`config.mk`:
```
export PLATFORM = sky130hd
export DESIGN_NAME = load_issue_top
export DESIGN_NICKNAME = d
export VERILOG_FILES = /design/src/common/core_pkg.sv /design/src/common/load_pkg.sv /design/src/rs_lb/psel_gen.sv /design/src/rs_lb/rs_lb.sv /design/src/hdl/load_decode.sv /design/src/hdl/load_unit.sv /design/src/hdl/load_issue_top.sv
export SDC_FILE = /design/constraint.sdc
export NUM_CORES = 1
export LEC_CHECK = 0
export BUFFER_PORTS_ARGS = -buffer_cell sky130_fd_sc_hd__buf_2
export CAP_MARGIN = 25
export CELL_PAD_IN_SITES_DETAIL_PLACEMENT = 1
export CELL_PAD_IN_SITES_GLOBAL_PLACEMENT = 1
export CORE_MARGIN = 2
export CORE_UTILIZATION = 30
export CTS_CLUSTER_DIAMETER = 50
export DETAILED_ROUTE_END_ITERATION = 8
export HOLD_SLACK_MARGIN = 0.06
export PLACE_DENSITY_LB_ADDON = 0.05
export SKIP_CTS_REPAIR_TIMING = 1
export SLEW_MARGIN = 20
export SYNTH_ARGS = -nofsm -noshare
export SYNTH_HDL_FRONTEND = slang
export SYNTH_HIERARCHICAL = 1
export SYNTH_SLANG_ARGS = --single-unit
export TNS_END_PERCENT = 20
```
`constraint.sdc`:
```
create_clock -name clock -period 6.2 [get_ports clock]
set_input_delay 0.62 -clock clock [delete_from_list [all_inputs] [get_ports clock]]
set_output_delay 0.62 -clock clock [all_outputs]
set_load 0.01 [all_outputs]
```
`src/common/core_pkg.sv`:
```
// core-wide data widths and the load width opcode imported by every load path block
package core_pkg;

    ////////////////////////////////////////////////////////////
    // datapath widths
    ////////////////////////////////////////////////////////////
    localparam int xlen    = 32;  // data and address width
    localparam int prf_len = 6;   // physical register tag
    localparam int rob_len = 5;   // rob index

    // major opcode shared by all rv32 loads
    localparam logic [6:0] load_opcode = 7'b0000011;

    ////////////////////////////////////////////////////////////
    // load width encoded as funct3
    ////////////////////////////////////////////////////////////
    typedef enum logic [2:0] {
        op_lb  = 3'b000,
        op_lh  = 3'b001,
        op_lw  = 3'b010,
        op_lbu = 3'b100,
        op_lhu = 3'b101
    } load_op_e;

endpackage

```
`src/common/load_pkg.sv`:
```
// sizes of the load reservation station and of the data table behind the load unit
package load_pkg;

    ////////////////////////////////////////////////////////////
    // reservation station
    ////////////////////////////////////////////////////////////
    localparam int rs_lb_size = 4;  // slots
    localparam int rs_lb_len  = 2;  // slot index width

    ////////////////////////////////////////////////////////////
    // data table
    ////////////////////////////////////////////////////////////
    // byte at address a is a[7:0] ^ 8'h5a with wrapping addresses
    localparam int mem_bytes = 256;
    localparam int mem_len   = 8;

endpackage

```
`src/rs_lb/psel_gen.sv`:
```
// lowest-index-first one-hot selector with empty flag that picks the issuing station slot
`timescale 1ns/1ps

module psel_gen #(
    parameter int width = 4
) (
    input  logic [width-1:0] req,
    output logic [width-1:0] gnt,
    output logic             empty
);

    logic [width-1:0] req_neg;  // two's complement of req

    // isolating the lowest set bit gives the grant
    assign req_neg = ~req + width'(1);
    assign gnt     = req & req_neg;

    assign empty = ~|req;  // nothing to grant

endmodule

```
`src/rs_lb/rs_lb.sv`:
```
// load reservation station holding loads until cdb wakeup and issuing one per cycle
`timescale 1ns/1ps

module rs_lb import core_pkg::*, load_pkg::*; (
    input  logic               clock,
    input  logic               arst_n,
    // dispatch from the decoder
    input  logic               dispatch,
    input  logic [prf_len-1:0] base_preg,
    input  logic               base_ready,
    input  logic [xlen-1:0]    base_value,
    input  logic [xlen-1:0]    offset,
    input  load_op_e           load_op,
    input  logic [prf_len-1:0] dest_preg,
    input  logic [rob_len-1:0] rob_idx,
    // common data bus
    input  logic               cdb_valid,
    input  logic [prf_len-1:0] cdb_tag,
    input  logic [xlen-1:0]    cdb_value,
    input  logic               flush,       // commit-time mispredict
    output logic               rs_full,
    // issue to the load unit
    output logic               issue_valid,
    output logic [xlen-1:0]    issue_base,
    output logic [xlen-1:0]    issue_offset,
    output load_op_e           issue_op,
    output logic [prf_len-1:0] issue_tag,
    output logic [rob_len-1:0] issue_rob
);

    ////////////////////////////////////////////////////////////
    // slot storage
    ////////////////////////////////////////////////////////////
    logic [rs_lb_size-1:0] free;   // slot is empty
    logic [rs_lb_size-1:0] ready;  // base value captured
    logic [prf_len-1:0]    base_tag [rs_lb_size];
    logic [xlen-1:0]       base_val [rs_lb_size];
    logic [xlen-1:0]       off      [rs_lb_size];
    load_op_e              op       [rs_lb_size];
    logic [prf_len-1:0]    dest     [rs_lb_size];
    logic [rob_len-1:0]    rob      [rs_lb_size];

    logic [rs_lb_len:0]    count;     // occupied slots
    logic [rs_lb_len-1:0]  free_idx;  // where the next dispatch lands
    logic [rs_lb_len-1:0]  sel_idx;   // slot picked for issue
    logic [rs_lb_size-1:0] ex_req;
    logic [rs_lb_size-1:0] gnt;
    logic                  none_ready;
    logic                  issue_go;
    logic                  wake_new;  // broadcast hits the load being dispatched

    assign rs_full  = (count == (rs_lb_len+1)'(rs_lb_size));
    assign issue_go = ~none_ready;
    assign wake_new = cdb_valid && (cdb_tag == base_preg);

    // first free slot, low to high
    always_comb begin
        free_idx = '0;
        for (int i = rs_lb_size-1; i >= 0; i--) begin
            if (free[i]) free_idx = rs_lb_len'(i);
        end
    end

    assign ex_req = ~free & ready;  // occupied and ready

    psel_gen #(.width(rs_lb_size)) u_psel (
        .req   (ex_req),
        .gnt   (gnt),
        .empty (none_ready)
    );

    always_comb begin
        sel_idx = '0;
        for (int j = 0; j < rs_lb_size; j++) begin
            if (gnt[j]) sel_idx = rs_lb_len'(j);
        end
    end

    ////////////////////////////////////////////////////////////
    // control state
    ////////////////////////////////////////////////////////////
    always_ff @(posedge clock or negedge arst_n) begin
        if (!arst_n) begin
            free        <= '1;
            ready       <= '0;
            count       <= '0;
            issue_valid <= 1'b0;
        end else if (flush) begin
            free        <= '1;  // dispatch this cycle is dropped too
            ready       <= '0;
            count       <= '0;
            issue_valid <= 1'b0;
        end else begin
            count       <= count + (rs_lb_len+1)'(dispatch) - (rs_lb_len+1)'(issue_go);
            issue_valid <= issue_go;
            if (cdb_valid) begin
                for (int t = 0; t < rs_lb_size; t++) begin
                    if (!free[t] && !ready[t] && base_tag[t] == cdb_tag) ready[t] <= 1'b1;
                end
            end
            if (issue_go) free[sel_idx] <= 1'b1;  // reusable from the next cycle
            if (dispatch) begin
                free[free_idx]  <= 1'b0;
                ready[free_idx] <= base_ready || wake_new;
            end
        end
    end

    ////////////////////////////////////////////////////////////
    // payload
    ////////////////////////////////////////////////////////////
    always_ff @(posedge clock) begin
        if (cdb_valid) begin
            for (int t = 0; t < rs_lb_size; t++) begin
                if (!free[t] && !ready[t] && base_tag[t] == cdb_tag) base_val[t] <= cdb_value;
            end
        end
        if (dispatch) begin
            base_tag[free_idx] <= base_preg;
            base_val[free_idx] <= base_ready ? base_value : cdb_value;
            off[free_idx]      <= offset;
            op[free_idx]       <= load_op;
            dest[free_idx]     <= dest_preg;
            rob[free_idx]      <= rob_idx;
        end
        if (issue_go) begin
            issue_base   <= base_val[sel_idx];
            issue_offset <= off[sel_idx];
            issue_op     <= op[sel_idx];
            issue_tag    <= dest[sel_idx];
            issue_rob    <= rob[sel_idx];
        end
    end

endmodule

```
`src/hdl/load_decode.sv`:
```
// load decoder turning a renamed I-type word into a dispatch or an illegal strobe
`timescale 1ns/1ps

module load_decode import core_pkg::*; (
    input  logic            instr_valid,
    input  logic [31:0]     instr,
    input  logic            rs_full,
    output logic            dispatch,
    output logic            illegal,
    output logic [xlen-1:0] offset,
    output load_op_e        load_op
);

    logic is_load;
    logic width_ok;  // funct3 names a real load width

    assign is_load = (instr[6:0] == load_opcode);

    // 12-bit immediate, sign extended
    assign offset = {{(xlen-12){instr[31]}}, instr[31:20]};

    always_comb begin
        width_ok = 1'b1;
        case (instr[14:12])
            3'b000:  load_op = op_lb;
            3'b001:  load_op = op_lh;
            3'b010:  load_op = op_lw;
            3'b100:  load_op = op_lbu;
            3'b101:  load_op = op_lhu;
            default: begin  // 3, 6 and 7
                load_op  = op_lb;
                width_ok = 1'b0;
            end
        endcase
    end

    // a full station drops the load and the producer retries
    assign dispatch = instr_valid && is_load && width_ok && !rs_full;
    assign illegal  = instr_valid && !(is_load && width_ok);

endmodule

```
`src/hdl/load_unit.sv`:
```
// two-stage load unit that adds the address and reads the data table with sign or zero extension
`timescale 1ns/1ps

module load_unit import core_pkg::*, load_pkg::*; (
    input  logic               clock,
    input  logic               arst_n,
    input  logic               flush,
    input  logic               issue_valid,
    input  logic [xlen-1:0]    issue_base,
    input  logic [xlen-1:0]    issue_offset,
    input  load_op_e           issue_op,
    input  logic [prf_len-1:0] issue_tag,
    input  logic [rob_len-1:0] issue_rob,
    output logic               result_valid,
    output logic [prf_len-1:0] result_tag,
    output logic [rob_len-1:0] result_rob,
    output logic [xlen-1:0]    result_value
);

    logic [7:0]         table_q [mem_bytes];  // fixed contents
    logic [xlen-1:0]    eff_addr;
    logic               s1_valid;
    logic [mem_len-1:0] s1_addr;
    load_op_e           s1_op;
    logic [prf_len-1:0] s1_tag;
    logic [rob_len-1:0] s1_rob;
    logic [7:0]         b0, b1, b2, b3;
    logic [xlen-1:0]    load_data;

    always_comb begin
        for (int a = 0; a < mem_bytes; a++) begin
            table_q[a] = 8'(a) ^ 8'h5a;
        end
    end

    assign eff_addr = issue_base + issue_offset;

    // little endian with byte addresses wrapping in the table
    assign b0 = table_q[s1_addr];
    assign b1 = table_q[s1_addr + mem_len'(1)];
    assign b2 = table_q[s1_addr + mem_len'(2)];
    assign b3 = table_q[s1_addr + mem_len'(3)];

    always_comb begin
        case (s1_op)
            op_lb:   load_data = {{(xlen-8){b0[7]}}, b0};
            op_lh:   load_data = {{(xlen-16){b1[7]}}, b1, b0};
            op_lbu:  load_data = {{(xlen-8){1'b0}}, b0};
            op_lhu:  load_data = {{(xlen-16){1'b0}}, b1, b0};
            default: load_data = {b3, b2, b1, b0};  // lw
        endcase
    end

    always_ff @(posedge clock or negedge arst_n) begin
        if (!arst_n) begin
            s1_valid     <= 1'b0;
            result_valid <= 1'b0;
        end else begin
            s1_valid     <= issue_valid && !flush;
            result_valid <= s1_valid && !flush;
        end
    end

    always_ff @(posedge clock) begin
        s1_addr      <= eff_addr[mem_len-1:0];
        s1_op        <= issue_op;
        s1_tag       <= issue_tag;
        s1_rob       <= issue_rob;
        result_tag   <= s1_tag;
        result_rob   <= s1_rob;
        result_value <= load_data;
    end

endmodule

```
`src/hdl/load_issue_top.sv`:
```
// load issue path top chaining decoder, reservation station and load unit
`timescale 1ns/1ps

module load_issue_top import core_pkg::*; (
    input  logic               clock,
    input  logic               arst_n,
    input  logic               instr_valid,
    input  logic [31:0]        instr,
    input  logic [prf_len-1:0] base_preg,
    input  logic               base_ready,
    input  logic [xlen-1:0]    base_value,
    input  logic [prf_len-1:0] dest_preg,
    input  logic [rob_len-1:0] rob_idx,
    input  logic               cdb_valid,
    input  logic [prf_len-1:0] cdb_tag,
    input  logic [xlen-1:0]    cdb_value,
    input  logic               flush,
    output logic               rs_full,
    output logic               illegal,
    output logic               result_valid,
    output logic [prf_len-1:0] result_tag,
    output logic [rob_len-1:0] result_rob,
    output logic [xlen-1:0]    result_value
);

    logic               dispatch;
    logic [xlen-1:0]    offset;
    load_op_e           load_op;
    logic               issue_valid;
    logic [xlen-1:0]    issue_base;
    logic [xlen-1:0]    issue_offset;
    load_op_e           issue_op;
    logic [prf_len-1:0] issue_tag;
    logic [rob_len-1:0] issue_rob;

    load_decode u_decode (
        .instr_valid (instr_valid),
        .instr       (instr),
        .rs_full     (rs_full),
        .dispatch    (dispatch),
        .illegal     (illegal),
        .offset      (offset),
        .load_op     (load_op)
    );

    rs_lb u_rs_lb (
        .clock        (clock),
        .arst_n       (arst_n),
        .dispatch     (dispatch),
        .base_preg    (base_preg),
        .base_ready   (base_ready),
        .base_value   (base_value),
        .offset       (offset),
        .load_op      (load_op),
        .dest_preg    (dest_preg),
        .rob_idx      (rob_idx),
        .cdb_valid    (cdb_valid),
        .cdb_tag      (cdb_tag),
        .cdb_value    (cdb_value),
        .flush        (flush),
        .rs_full      (rs_full),
        .issue_valid  (issue_valid),
        .issue_base   (issue_base),
        .issue_offset (issue_offset),
        .issue_op     (issue_op),
        .issue_tag    (issue_tag),
        .issue_rob    (issue_rob)
    );

    load_unit u_load_unit (
        .clock        (clock),
        .arst_n       (arst_n),
        .flush        (flush),
        .issue_valid  (issue_valid),
        .issue_base   (issue_base),
        .issue_offset (issue_offset),
        .issue_op     (issue_op),
        .issue_tag    (issue_tag),
        .issue_rob    (issue_rob),
        .result_valid (result_valid),
        .result_tag   (result_tag),
        .result_rob   (result_rob),
        .result_value (result_value)
    );

endmodule

```
After elaboration in Yosys (flattened, before gate mapping)
Memory sizes are Yosys's and may differ from the RTL's. A register that Yosys moved wholly into a read port is not among the register bits.
Index checks and enable logic that the tools add are counted.

word-level totals
  memory bits (writable) = 336
  word-level logic and storage cells = 149
  register bits = 79
  memories kept = 10
  bits of input ports = 125
  ROM bits = 8192

memory list
  name              depth  width  read ports  clocked after Yosys merged registers in  wr ports  RTL line         RTL
  (no name shown)   256    8      1           0                                        0         load_unit.sv:39  assign b0 = table_q[s1_addr];
  (no name shown)   256    8      1           0                                        0         load_unit.sv:40  assign b1 = table_q[s1_addr + mem_len'(1)];
  (no name shown)   256    8      1           0                                        0         load_unit.sv:41  assign b2 = table_q[s1_addr + mem_len'(2)];
  (no name shown)   256    8      1           0                                        0         load_unit.sv:42  assign b3 = table_q[s1_addr + mem_len'(3)];
  u_rs_lb.base_val  4      32     1           1                                        5         rs_lb.sv:37      logic [xlen-1:0] base_val [rs_lb_size];
  u_rs_lb.off       4      32     1           1                                        1         rs_lb.sv:38      logic [xlen-1:0] off [rs_lb_size];
  4 more memories   -      -      -           -                                        -         -

operators by class
  bitwise gates (word level) = 11
  reductions and logical operators = 34
  muxes and demuxes = 52
  add/subtract/negate cells = 7
  equality and inequality tests = 14
  magnitude comparators = 8

operator list
  kind                                                                          count
  32-bit one-hot mux with 4 select lines                                        1
  8-bit 2-to-1 mux                                                              8
  9-bit >= comparator, second input constant                                    4
  8-bit inverter with 9-bit output                                              4
  32-bit 2-to-1 mux                                                             1
  4-bit 2-to-1 mux                                                              8
  6-bit equality test                                                           5
  1-bit 2-to-1 mux                                                              23
  1-bit logical AND                                                             18
  8-bit by 2-bit adder with 8-bit output, second input constant                 2
  3-bit equality test, second input constant                                    5
  4-bit AND                                                                     3
  2-bit 2-to-1 mux                                                              6
  4-bit inverter                                                                3
  3-bit one-hot mux with 4 select lines                                         1
  1-bit logical NOT                                                             11
  8-bit by 1-bit adder with 8-bit output, second input constant                 1
  8-bit adder                                                                   1
  7-bit by 2-bit equality test with 1-bit output, second input constant         1
  3-bit by 1-bit equality test with 1-bit output, second input constant         2
  3-bit logical NOT                                                             2
  2-bit by 3-bit less-than comparator with 1-bit output, second input constant  2
  5-bit OR reduction                                                            1
  4-bit by 1-bit adder with 4-bit output, second input constant                 1
  other kinds (10)                                                              12

Depth between registers and ports, before layout
Gate-level depths: netlist of the first run.

  word-level depth = 18
  depth in mapped cells = 11
  gate-level depth less buffers = 11

Cells and area by module
The synthesis of the first run kept the hierarchy.

modules (own cells, without submodules)
  module       area each (um^2)  seq. area each (um^2)  times used  cells an instance
  rs_lb        17559.3           12737.2                1           1108
  load_unit    2244.7            1351.3                 1           198
  load_decode  312.8             0.0                    1           42
  psel_gen     51.3              0.0                    1           5

Worst setup path before layout of the first run
No wires, ideal clock.

  kind = register -> register
  start point = register u_rs_lb.free[0]
  end point = register u_rs_lb.count[2]
  arrival = 3576 ps
  cell stages (with the launch flop) = 11
  path buffers = 0
  period minus slack after synthesis = 3706 ps
  setup slack = 2494 ps
  cell sequence = dfstp_2 > and2b_1 > nor4_2 > inv_1 > ha_1 > inv_1 > ha_1 > inv_1 > fa_1 > xnor2_1 > nor2_1

between the ends
  word-level cells in the longest chain between the ends = 5

ends and longest elaborated chain
  element                                      RTL line        RTL
  start, declared                              rs_lb.sv:34     logic [rs_lb_size-1:0] free;
  start signal, assigned                       rs_lb.sv:84     free <= '1;
  start signal, assigned                       rs_lb.sv:89     free <= '1;
  start signal, assigned by index              rs_lb.sv:101    if (issue_go) free[sel_idx] <= 1'b1;
  4-bit inverter                               rs_lb.sv:64     assign ex_req = ~free & ready;
  4-bit AND                                    rs_lb.sv:64
  via u_rs_lb.ex_req[0]                        rs_lb.sv:46     logic [rs_lb_size-1:0] ex_req;
  4-bit OR reduction                           psel_gen.sv:18  assign empty = ~|req;
  3-bit by 1-bit subtractor with 3-bit output  rs_lb.sv:94     count <= count + (rs_lb_len+1)'(dispatch) - (rs_lb_len+1)'(issue_go);
  3-bit 2-to-1 mux                             rs_lb.sv:88     end else if (flush) begin
  end signal, assigned                         rs_lb.sv:94
  end, declared                                rs_lb.sv:43     logic [rs_lb_len:0] count;

The timed path passes the listed nets, and every way through them passes these cells.

==> summary.txt, run 1 <==
Synthesized net count -> 870
Path category of the worst min-delay check -> flip-flop to flip-flop
Clk_lat worst skew -> 0.52 ns
Number of buffers inserted by port buffering -> 108
DRT Pass-1 Iters -> 4
Syn_area_per_cell -> 13.9 um^2
FMAX -> 337 MHz
Row cnt -> 67
Highest net fanout along the worst path -> 30
Via count of the first global-routing pass -> 6256
1st-iter DRT viols -> 197
Headroom to the max-slew limit -> 34.6%
RSZ-0062 raised after global routing -> false
Final Wtd Congestion -> 0.733
Final wirelength -> 22600 um
Via count of the routed design -> 5795
Slack of the worst reg-to-reg path -> 3.23 ns
Final nets -> 966
Synth-to-Final Area Change -> 19.9%
TritonCTS Buffers -> 36
Antenna cells -> 0
Leakage dissipation -> 0.00448 uW
Final Critical Period -> 2.97 ns
Cell chain of the critical path -> nor3b_1 > nor2b_1 > and4_1 > nor3b_2 > nand2_1 > inv_2 > nand2_2 > mux2_2
Remaining global-route overflow -> 0
Initial core utilization -> 30.4%
Bufs and invs on worst path -> 1
ANT nets after route -> 0
Clock-pin slew on the worst setup and hold paths -> 0.05 ns
Cell chosen for the clock root -> sky130_fd_sc_hd__clkbuf_16
Utilization of the core after routing -> 36.4%
Finish-stage setup viols -> 0
GRT Util Overall -> 13.0%
Total number of yosys warnings -> 6
Startpoint type of the worst setup path -> flip-flop
Transition time at the pin with the least slew margin -> 0.976 ns
Die Area -> 35300 um^2
Peak VDD IR -> 0.168 mV
DRC Markers -> 0
Largest buffer count on any clock path -> 3
CP Capture Type -> flip-flop
Wire per inst -> 17.3 um
Tcrit/Tclk final -> 47.9%
CP top delay family -> simple AND/OR/NAND/NOR gates
Critical path data required time -> 6.44 ns
Placed cell count -> 1235
Delay contributed by the slowest stage of the critical path -> 0.68 ns
Largest net degree at the start of global routing -> 49
Aggregate negative setup slack -> 0 ns
Max-Cap Viols -> 0
Die boundary width -> 188 um
Count of H-tree levels built during CTS -> 2
I/O pin cnt -> 171
Synth Cell Area -> 10100 um^2
Hold violation count in the final report -> 0
Outcome -> completed
CTS sink count -> 253
Initial antenna violation count -> 2
Half-perimeter wire length of the detailed placement result -> 15000 um
Cell area power density -> 317 nW/um^2
Critical Path Slowest Stage Cell -> sky130_fd_sc_hd__inv_2
CTS tree -> built
Final setup skew -> 0.0222 ns
Via density per instance -> 4.45
Core outline area -> 33400 um^2
Data arrival time of the critical path -> 3.22 ns
DIE HEIGHT -> 188 um
Fraction of layout cells with a size suffix above 1 -> 27.0%
First-pass GRT wire length -> 35500 um
Max Transition Viols Final -> 0
Post-layout power -> 3850 uW
Worst Path Class, Setup -> flip-flop to flip-flop
Non-filler cells, final -> 1302
Number of standard cells after synthesis -> 730
## final timing paths
kind                                                           to                           from  depth (start not counted)
worst min register to register  u_load_unit/result_tag[4]$_DFF_P_  u_load_unit/s1_tag[4]$_DFF_P_                          0
worst max register to register   u_rs_lb/base_val[3][0]$_DFFE_PP_     u_rs_lb/count[2]$_DFF_PN0_                          8
worst min-delay path            u_load_unit/result_tag[4]$_DFF_P_  u_load_unit/s1_tag[4]$_DFF_P_                          0
worst max-delay path             u_rs_lb/base_val[3][0]$_DFFE_PP_     u_rs_lb/count[2]$_DFF_PN0_                          8
min in group asynchronous              u_rs_lb/count[1]$_DFF_PN0_                         arst_n                          2
max in group asynchronous               u_rs_lb/free[1]$_DFF_PN1_                         arst_n                          2
## through the flow
step	hold WS [ns]	setup slack [ns]	cell area, um^2
2_1_floorplan	0.310	3.25	10100
3_3_place_gp	0.310	2.76	11000
3_5_place_dp	0.315	2.71	11000
4_1_cts	-0.0127	3.15	12100
5_1_grt	0.312	2.97	12200
6_report	0.323	3.23	12200
## power by group
part / internal [uW] / leakage (uW) / total (uW) / switching [uW]
registers: 1800 / 0.00229 / 1800 / 0.152
logic: 32.3 / 0.00161 / 71.9 / 39.6
clock network: 1240 / 0.000580 / 1980 / 736
## placed cells by master, fill, tap and decap left out, types with 3 or more instances in the layout
cell	n
sky130_fd_sc_hd__clkbuf_1	4
sky130_fd_sc_hd__nor2b_1	11
sky130_fd_sc_hd__inv_6	3
sky130_fd_sc_hd__clkinvlp_4	3
sky130_fd_sc_hd__nand3_1	5
sky130_fd_sc_hd__nor2_1	49
sky130_fd_sc_hd__clkinv_2	7
sky130_fd_sc_hd__a21oi_1	38
sky130_fd_sc_hd__nor3_1	11
sky130_fd_sc_hd__xnor2_1	22
sky130_fd_sc_hd__dfrtp_1	10
sky130_fd_sc_hd__dfxtp_1	65
sky130_fd_sc_hd__mux2_4	7
sky130_fd_sc_hd__o21bai_1	5
sky130_fd_sc_hd__inv_1	22
sky130_fd_sc_hd__nor3b_1	3
sky130_fd_sc_hd__nand4_1	3
sky130_fd_sc_hd__mux2_1	4
sky130_fd_sc_hd__nand2_2	3
sky130_fd_sc_hd__mux2i_1	30
sky130_fd_sc_hd__mux2_2	22
sky130_fd_sc_hd__nand2_1	38
sky130_fd_sc_hd__a211oi_1	7
sky130_fd_sc_hd__clkbuf_8	5
sky130_fd_sc_hd__buf_4	7
sky130_fd_sc_hd__o21ai_1	7
sky130_fd_sc_hd__nor4_2	3
sky130_fd_sc_hd__dfstp_2	4
sky130_fd_sc_hd__xor2_1	31
sky130_fd_sc_hd__o21ai_2	3
sky130_fd_sc_hd__o21ai_0	43
sky130_fd_sc_hd__edfxtp_1	174
sky130_fd_sc_hd__ha_1	13
sky130_fd_sc_hd__buf_2	108
sky130_fd_sc_hd__clkinv_1	3
sky130_fd_sc_hd__clkbuf_16	37
## routing by layer
layer,vias up,global-route usage [%],wire length [um]
li1,2791,-,-
met1,2853,16.3,10100
met4,4,4.24,518
met5,-,0,30
met2,103,21.9,10800
met3,44,3.52,1140
## sequential cells by signal (all words and copies together), names as in the netlist, 12 cells and up
| register | flops |
|---|---|
| u_rs_lb/base_val | 32 |
| u_rs_lb/op | 12 |
| u_rs_lb/off | 32 |
| u_rs_lb/dest | 24 |
| u_rs_lb/rob | 20 |
| u_rs_lb/base_tag | 24 |
| u_load_unit/result_value | 32 |
## area by class of cell
| class | count | area (um^2) |
|---|---|---|
| fill | 3555 | 21200 |
| sequential | 253 | 6880 |
| multi-input combinational | 396 | 2850 |
| clock buffer | 46 | 1010 |
| timing repair buffer | 116 | 603 |
| tap | 448 | 561 |
| clock inverter | 20 | 170 |
| inverter | 23 | 86.3 |
Note: power is estimated with default switching activity, not from simulation.
==> inputs of run 2 (changes only) <==
==> constraint.sdc (replaced) <==
create_clock -name clock -period 2.7 [get_ports clock]
set_input_delay 0.27 -clock clock [delete_from_list [all_inputs] [get_ports clock]]
set_output_delay 0.27 -clock clock [all_outputs]
set_load 0.01 [all_outputs]
==> run 2 against run 1 <==
Against the previous run: fmax up 24%; critical path depth grew 1; first-iteration DRC count is 15% higher; global-route usage barely moved; setup slack worse by 2.9 ns; final cell count grew 3.0%; critical path type unchanged; register-to-register slack got worse by 2.9 ns; critical endpoint is now u_rs_lb/count[1]$_DFF_PN0_.
==> summary.txt, run 2 (synthesized netlist as in run 1, its figures left out) <==
Bufs and invs on worst path -> 3
Leakage dissipation -> 0.00467 uW
I/O pin cnt -> 171
Outcome -> completed
Transition time at the pin with the least slew margin -> 0.529 ns
Reg-to-reg endpoint -> u_rs_lb/count[1]$_DFF_PN0_
ANT nets after route -> 0
Delay contributed by the slowest stage of the critical path -> 0.58 ns
Final nets -> 1003
Final wirelength -> 22800 um
TritonCTS Buffers -> 37
DRC Markers -> 0
Row cnt -> 67
Cell chosen for the clock root -> sky130_fd_sc_hd__clkbuf_16
Worst hold-check slack -> 0.104 ns
Initial antenna violation count -> 1
Regs by FF count -> u_load_unit/result_value x32, u_rs_lb/base_val x32, u_rs_lb/off x32
Via count of the first global-routing pass -> 6431
First-pass GRT wire length -> 35900 um
Data arrival time of the critical path -> 2.78 ns
Final Wtd Congestion -> 0.717
Worst Path Class, Setup -> flip-flop to flip-flop
DIE HEIGHT -> 188 um
Die boundary width -> 188 um
Critical Path Slowest Stage Cell -> sky130_fd_sc_hd__dfstp_2
Non-filler cells, final -> 1341
Synth-to-Final Area Change -> 24.6%
Max-Cap Viols -> 0
Clk_lat worst skew -> 0.52 ns
Finish-stage setup viols -> 0
Number of buffers inserted by port buffering -> 108
Final setup skew -> 0.0142 ns
Headroom to the max-slew limit -> 64.6%
Path category of the worst min-delay check -> input port to flip-flop
Via density per instance -> 4.44
Half-perimeter wire length of the detailed placement result -> 15000 um
1st-iter DRT viols -> 227
Reg-to-reg critical path startpoint -> u_rs_lb/free[0]$_DFF_PN1_
Filler cell count in the final layout -> 3503
Critical path depth -> 9
Hold violation count in the final report -> 0
Initial core utilization -> 30.4%
Remaining global-route overflow -> 0
Highest net fanout along the worst path -> 6
Length in cells of the worst reg-to-reg path -> 9
CTS sink count -> 253
Count of H-tree levels built during CTS -> 2
Most frequent standard cell in the layout excluding fill and tap cells -> sky130_fd_sc_hd__edfxtp_1
Slack of the worst reg-to-reg path -> 0.31 ns
Post-layout power -> 9040 uW
Fraction of layout cells with a size suffix above 1 -> 28.4%
Cell chain of the critical path -> and2b_2 > nor4_4 > clkinvlp_4 > ha_4 > inv_2 > ha_4 > inv_2 > fa_2 > nor2_1
Peak VDD IR -> 0.344 mV
RSZ-0062 raised after global routing -> false
Commonest non-fill, non-tap cells in the layout -> sky130_fd_sc_hd__edfxtp_1, sky130_fd_sc_hd__buf_2, sky130_fd_sc_hd__dfxtp_1, sky130_fd_sc_hd__nor2_1, sky130_fd_sc_hd__o21ai_0
Fin worst setup slack -> 0.306 ns
Die Area -> 35300 um^2
Destination of the critical timing path -> u_rs_lb/count[1]$_DFF_PN0_
Final Critical Period -> 2.39 ns
Via count of the routed design -> 5952
Placement Setup Slack -> 0.287 ns
Critical path startpoint -> u_rs_lb/free[0]$_DFF_PN1_
Aggregate negative setup slack -> 0 ns
Placed cell count -> 1246
FMAX -> 418 MHz
Wire per inst -> 17.0 um
Max Transition Viols Final -> 0
CP Capture Type -> flip-flop
Startpoint type of the worst setup path -> flip-flop
Core outline area -> 33400 um^2
CP top delay family -> adder cells
Critical path data required time -> 3.09 ns
Tcrit/Tclk final -> 88.7%
DRT Pass-1 Iters -> 4
GRT Util Overall -> 13.0%
Largest net degree at the start of global routing -> 64
CTS tree -> built
Cell area power density -> 716 nW/um^2
Clock-pin slew on the worst setup and hold paths -> 0.05 ns
Largest buffer count on any clock path -> 3
run 2: changes by cell type in the layout (fill, tap and decap cells not counted), moves of 3 or more:
| cell | delta |
|---|---|
| sky130_fd_sc_hd__buf_4 | +8 |
| sky130_fd_sc_hd__clkbuf_8 | -3 |
| sky130_fd_sc_hd__inv_1 | -3 |
| sky130_fd_sc_hd__dlygate4sd3_1 | +25 |
| sky130_fd_sc_hd__buf_12 | +3 |
run 2: layer usage:
layer	GRT usage [%]	wire length, um	vias to the layer above
li1	-	-	2877
met1	17.0	10700	2927
met2	21.4	10600	110
met3	3.33	951	38
met4	3.76	473	0
met5	0	0	-
run 2: layout make-up:
cell class,instances,area (um^2),share of cell area (%)
repair buffers,152,973,7.71
clock buffers,44,1010,8.03
flip-flops and latches,253,6880,54.5
multi-input cells,396,2880,22.8
clock inverters,24,228,1.80
well taps,448,561,4.44
inverters,23,90.1,0.713
diodes,1,2.50,0.0198
run 2: per-stage QoR:
step / util (%) / instance area (um^2)
floorplan: - / 10200
global placement: 33.4 / 11100
detailed placement: 33.4 / 11100
CTS: 37.1 / 12400
global route: 37.9 / 12600
finish: 37.9 / 12600
run 2: how the worst min path moves through the flow:
| stage | start | endpoint | slack (ns) | depth (start not counted) |
|---|---|---|---|---|
| global placement | arst_n | u_load_unit/result_valid$_DFF_PN0_ | 0.19 | 1 |
| detailed placement | arst_n | u_load_unit/result_valid$_DFF_PN0_ | 0.20 | 1 |
| finish | base_value[1] | u_rs_lb/base_val[1][1]$_DFFE_PP_ | 0.10 | 2 |
| floorplan | arst_n | u_load_unit/result_valid$_DFF_PN0_ | -0.03 | 0 |
| CTS | arst_n | u_rs_lb/count[2]$_DFF_PN0_ | -0.36 | 1 |
| global route | base_value[3] | u_rs_lb/base_val[2][3]$_DFFE_PP_ | 0.1 | 2 |
run 2: power breakdown:
group          total [uW]  internal (uW)  switching (uW)
combinational         194           97.8            96.0
clock                4710           2920            1790
sequential           4140           4140           0.342
total                9040           7150            1890
==> inputs of run 3 (changes only) <==
--- a/config.mk
+++ b/config.mk
@@ -5,7 +5,8 @@
 export SDC_FILE = /design/constraint.sdc
 export NUM_CORES = 1
 export LEC_CHECK = 0
-export BUFFER_PORTS_ARGS = -buffer_cell sky130_fd_sc_hd__buf_2
+export ABC_AREA = 1
+export BUFFER_PORTS_ARGS = -buffer_cell sky130_fd_sc_hd__clkbuf_2
 export CAP_MARGIN = 25
 export CELL_PAD_IN_SITES_DETAIL_PLACEMENT = 1
 export CELL_PAD_IN_SITES_GLOBAL_PLACEMENT = 1
==> run 3 against run 2 <==
Against the previous run: first-iteration DRC count grew 46%; final cell count up 19%; via count increased by 18%; power shrank 2.9%; setup slack improved by 0.13 ns; critical path type unchanged; critical endpoint is now u_rs_lb/count[2]$_DFF_PN0_; highest routed layer unchanged.
==> summary.txt, run 3 <==
Switching power summed over all nets -> 1860 uW
Regs by FF count -> u_load_unit/result_value x32, u_rs_lb/base_val x32, u_rs_lb/off x32
Count of H-tree levels built during CTS -> 2
Final nets -> 1259
Via count of the routed design -> 7037
Critical Path Slowest Stage Cell -> sky130_fd_sc_hd__dfstp_2
Data arrival time of the critical path -> 2.66 ns
1st-iter DRT viols -> 331
Final wirelength -> 26200 um
RSZ-0062 raised after global routing -> false
Max Transition Viols Final -> 0
Reg-to-reg endpoint -> u_rs_lb/count[2]$_DFF_PN0_
ANT nets after route -> 0
Max-Cap Viols -> 0
Cell Int Power -> 6930 uW
Cell chosen for the clock root -> sky130_fd_sc_hd__clkbuf_16
Reg-to-reg critical path startpoint -> u_rs_lb/free[0]$_DFF_PN1_
Total number of yosys warnings -> 6
Largest buffer count on any clock path -> 3
Synth Cell Area -> 10600 um^2
Outcome -> completed
Delay contributed by the slowest stage of the critical path -> 0.54 ns
DRC Markers -> 0
Synthesized net count -> 1137
Finish-stage setup viols -> 0
Most frequent standard cell in the layout excluding fill and tap cells -> sky130_fd_sc_hd__nand2_1
CTS tree -> built
CP Capture Type -> flip-flop
First-pass GRT wire length -> 41600 um
Number of standard cells after synthesis -> 997
Half-perimeter wire length of the detailed placement result -> 17600 um
Portion of total power attributed to sequential cells -> 47.1%
Cell chain of the critical path -> nor2_1 > nor2_1 > nand2_1 > nor2_1 > inv_1 > ha_1 > inv_1 > ha_1 > inv_1 > fa_1 > xor2_1 > nor2_1
Via density per instance -> 4.39
Commonest non-fill, non-tap cells in the layout -> sky130_fd_sc_hd__nand2_1, sky130_fd_sc_hd__edfxtp_1, sky130_fd_sc_hd__nand3_1, sky130_fd_sc_hd__clkbuf_2, sky130_fd_sc_hd__inv_1
Initial antenna violation count -> 0
Headroom to the max-slew limit -> 56.7%
Fin worst setup slack -> 0.436 ns
Syn_area_per_cell -> 10.6 um^2
Via count of the first global-routing pass -> 7360
Tcrit/Tclk final -> 83.9%
DIE HEIGHT -> 192 um
Critical path data required time -> 3.10 ns
Hold violation count in the final report -> 0
Startpoint type of the worst setup path -> flip-flop
Switching share of power -> 21.2%
I/O pin cnt -> 171
DRT Pass-1 Iters -> 4
Core outline area -> 34600 um^2
Worst Path Class, Setup -> flip-flop to flip-flop
Combinational fraction of design power -> 2.3%
Number of buffers inserted by port buffering -> 108
Aggregate negative setup slack -> 0 ns
Length in cells of the worst reg-to-reg path -> 12
Placement Setup Slack -> 0.394 ns
Critical path startpoint -> u_rs_lb/free[0]$_DFF_PN1_
Die Area -> 36700 um^2
Path category of the worst min-delay check -> input port to flip-flop
Synth-to-Final Area Change -> 22.0%
Slack of the worst reg-to-reg path -> 0.44 ns
Final Critical Period -> 2.26 ns
Peak VDD IR -> 0.333 mV
Destination of the critical timing path -> u_rs_lb/count[2]$_DFF_PN0_
FMAX -> 442 MHz
Clock network fraction of total power -> 50.6%
Leakage dissipation -> 0.00525 uW
Highest net fanout along the worst path -> 3
Clock-pin slew on the worst setup and hold paths -> 0.05 ns
Transition time at the pin with the least slew margin -> 0.649 ns
Largest net degree at the start of global routing -> 35
GRT Util Overall -> 14.8%
TritonCTS Buffers -> 36
Antenna cells -> 0
Final setup skew -> 0.0201 ns
Die boundary width -> 192 um
Wire per inst -> 16.4 um
Cell area power density -> 682 nW/um^2
CTS sink count -> 253
Final Wtd Congestion -> 0.736
Row cnt -> 68
Remaining global-route overflow -> 0
Fraction of layout cells with a size suffix above 1 -> 20.1%
Crit path top cell by count -> sky130_fd_sc_hd__nor2_1
Clk_lat worst skew -> 0.51 ns
Initial core utilization -> 30.5%
[run 3: metal layers]
layer,track usage (%),up-vias,share of wire [%]
met5,0,-,0
met4,3.85,0,1.7
met3,2.65,38,3.4
met2,24.1,106,46
met1,20.3,3326,48
li1,-,3567,-
[run 3: final cells by class]
class	instances	area, um^2
Fill cell	3852	21700
Clock inverter	22	181
Multi-Input combinational cell	561	2810
Clock buffer	44	976
Sequential cell	253	6880
Tap cell	455	569
Inverter	104	395
Timing Repair Buffer	163	1060
[run 3: critical path, delay by kind of cell (launching register included)]
kind | cells | cell delay, ns
simple gates | 5 | 0.45
flops | 1 | 0.54
xor+xnor | 1 | 0.16
fa+ha+maj | 3 | 0.78
buf+inv | 3 | 0.21
[run 3: worst min-delay path by stage]
stage | start | end | slack, ns | cells past startpoint
floorplan | arst_n | u_load_unit/result_valid$_DFF_PN0_ | -0.03 | 0
detailed placement | arst_n | u_load_unit/result_valid$_DFF_PN0_ | 0.23 | 1
finish | instr[26] | u_rs_lb/off[2][6]$_DFFE_PN_ | 0.08 | 1
CTS | arst_n | u_rs_lb/count[2]$_DFF_PN0_ | -0.33 | 1
global route | instr[26] | u_rs_lb/off[1][6]$_DFFE_PN_ | 0.07 | 1
global placement | arst_n | u_rs_lb/count[2]$_DFF_PN0_ | 0.22 | 1
[run 3: metrics by stage]
stage / instances / hold WS, ns / power, uW / util, % / instance area [um^2]
after floorplan: 997 / -0.0256 / 4300 / - / 10600
after global placement: 1509 / 0.215 / 4390 / 33.1 / 11400
after detailed placement: 1510 / 0.227 / 4400 / 33.1 / 11500
after CTS: 1576 / -0.325 / 8920 / 36.4 / 12600
after global routing: 1602 / 0.0729 / 9130 / 37.2 / 12900
final: 1602 / 0.0832 / 8780 / 37.2 / 12900
[run 3: power by group through the flow]
stage,logic [uW],registers [uW],clock network (uW)
floorplan,87.5,4220,0
global placement,179,4210,0
detailed placement,182,4210,0
CTS,182,4130,4600
global route,236,4130,4760
finish,205,4140,4440
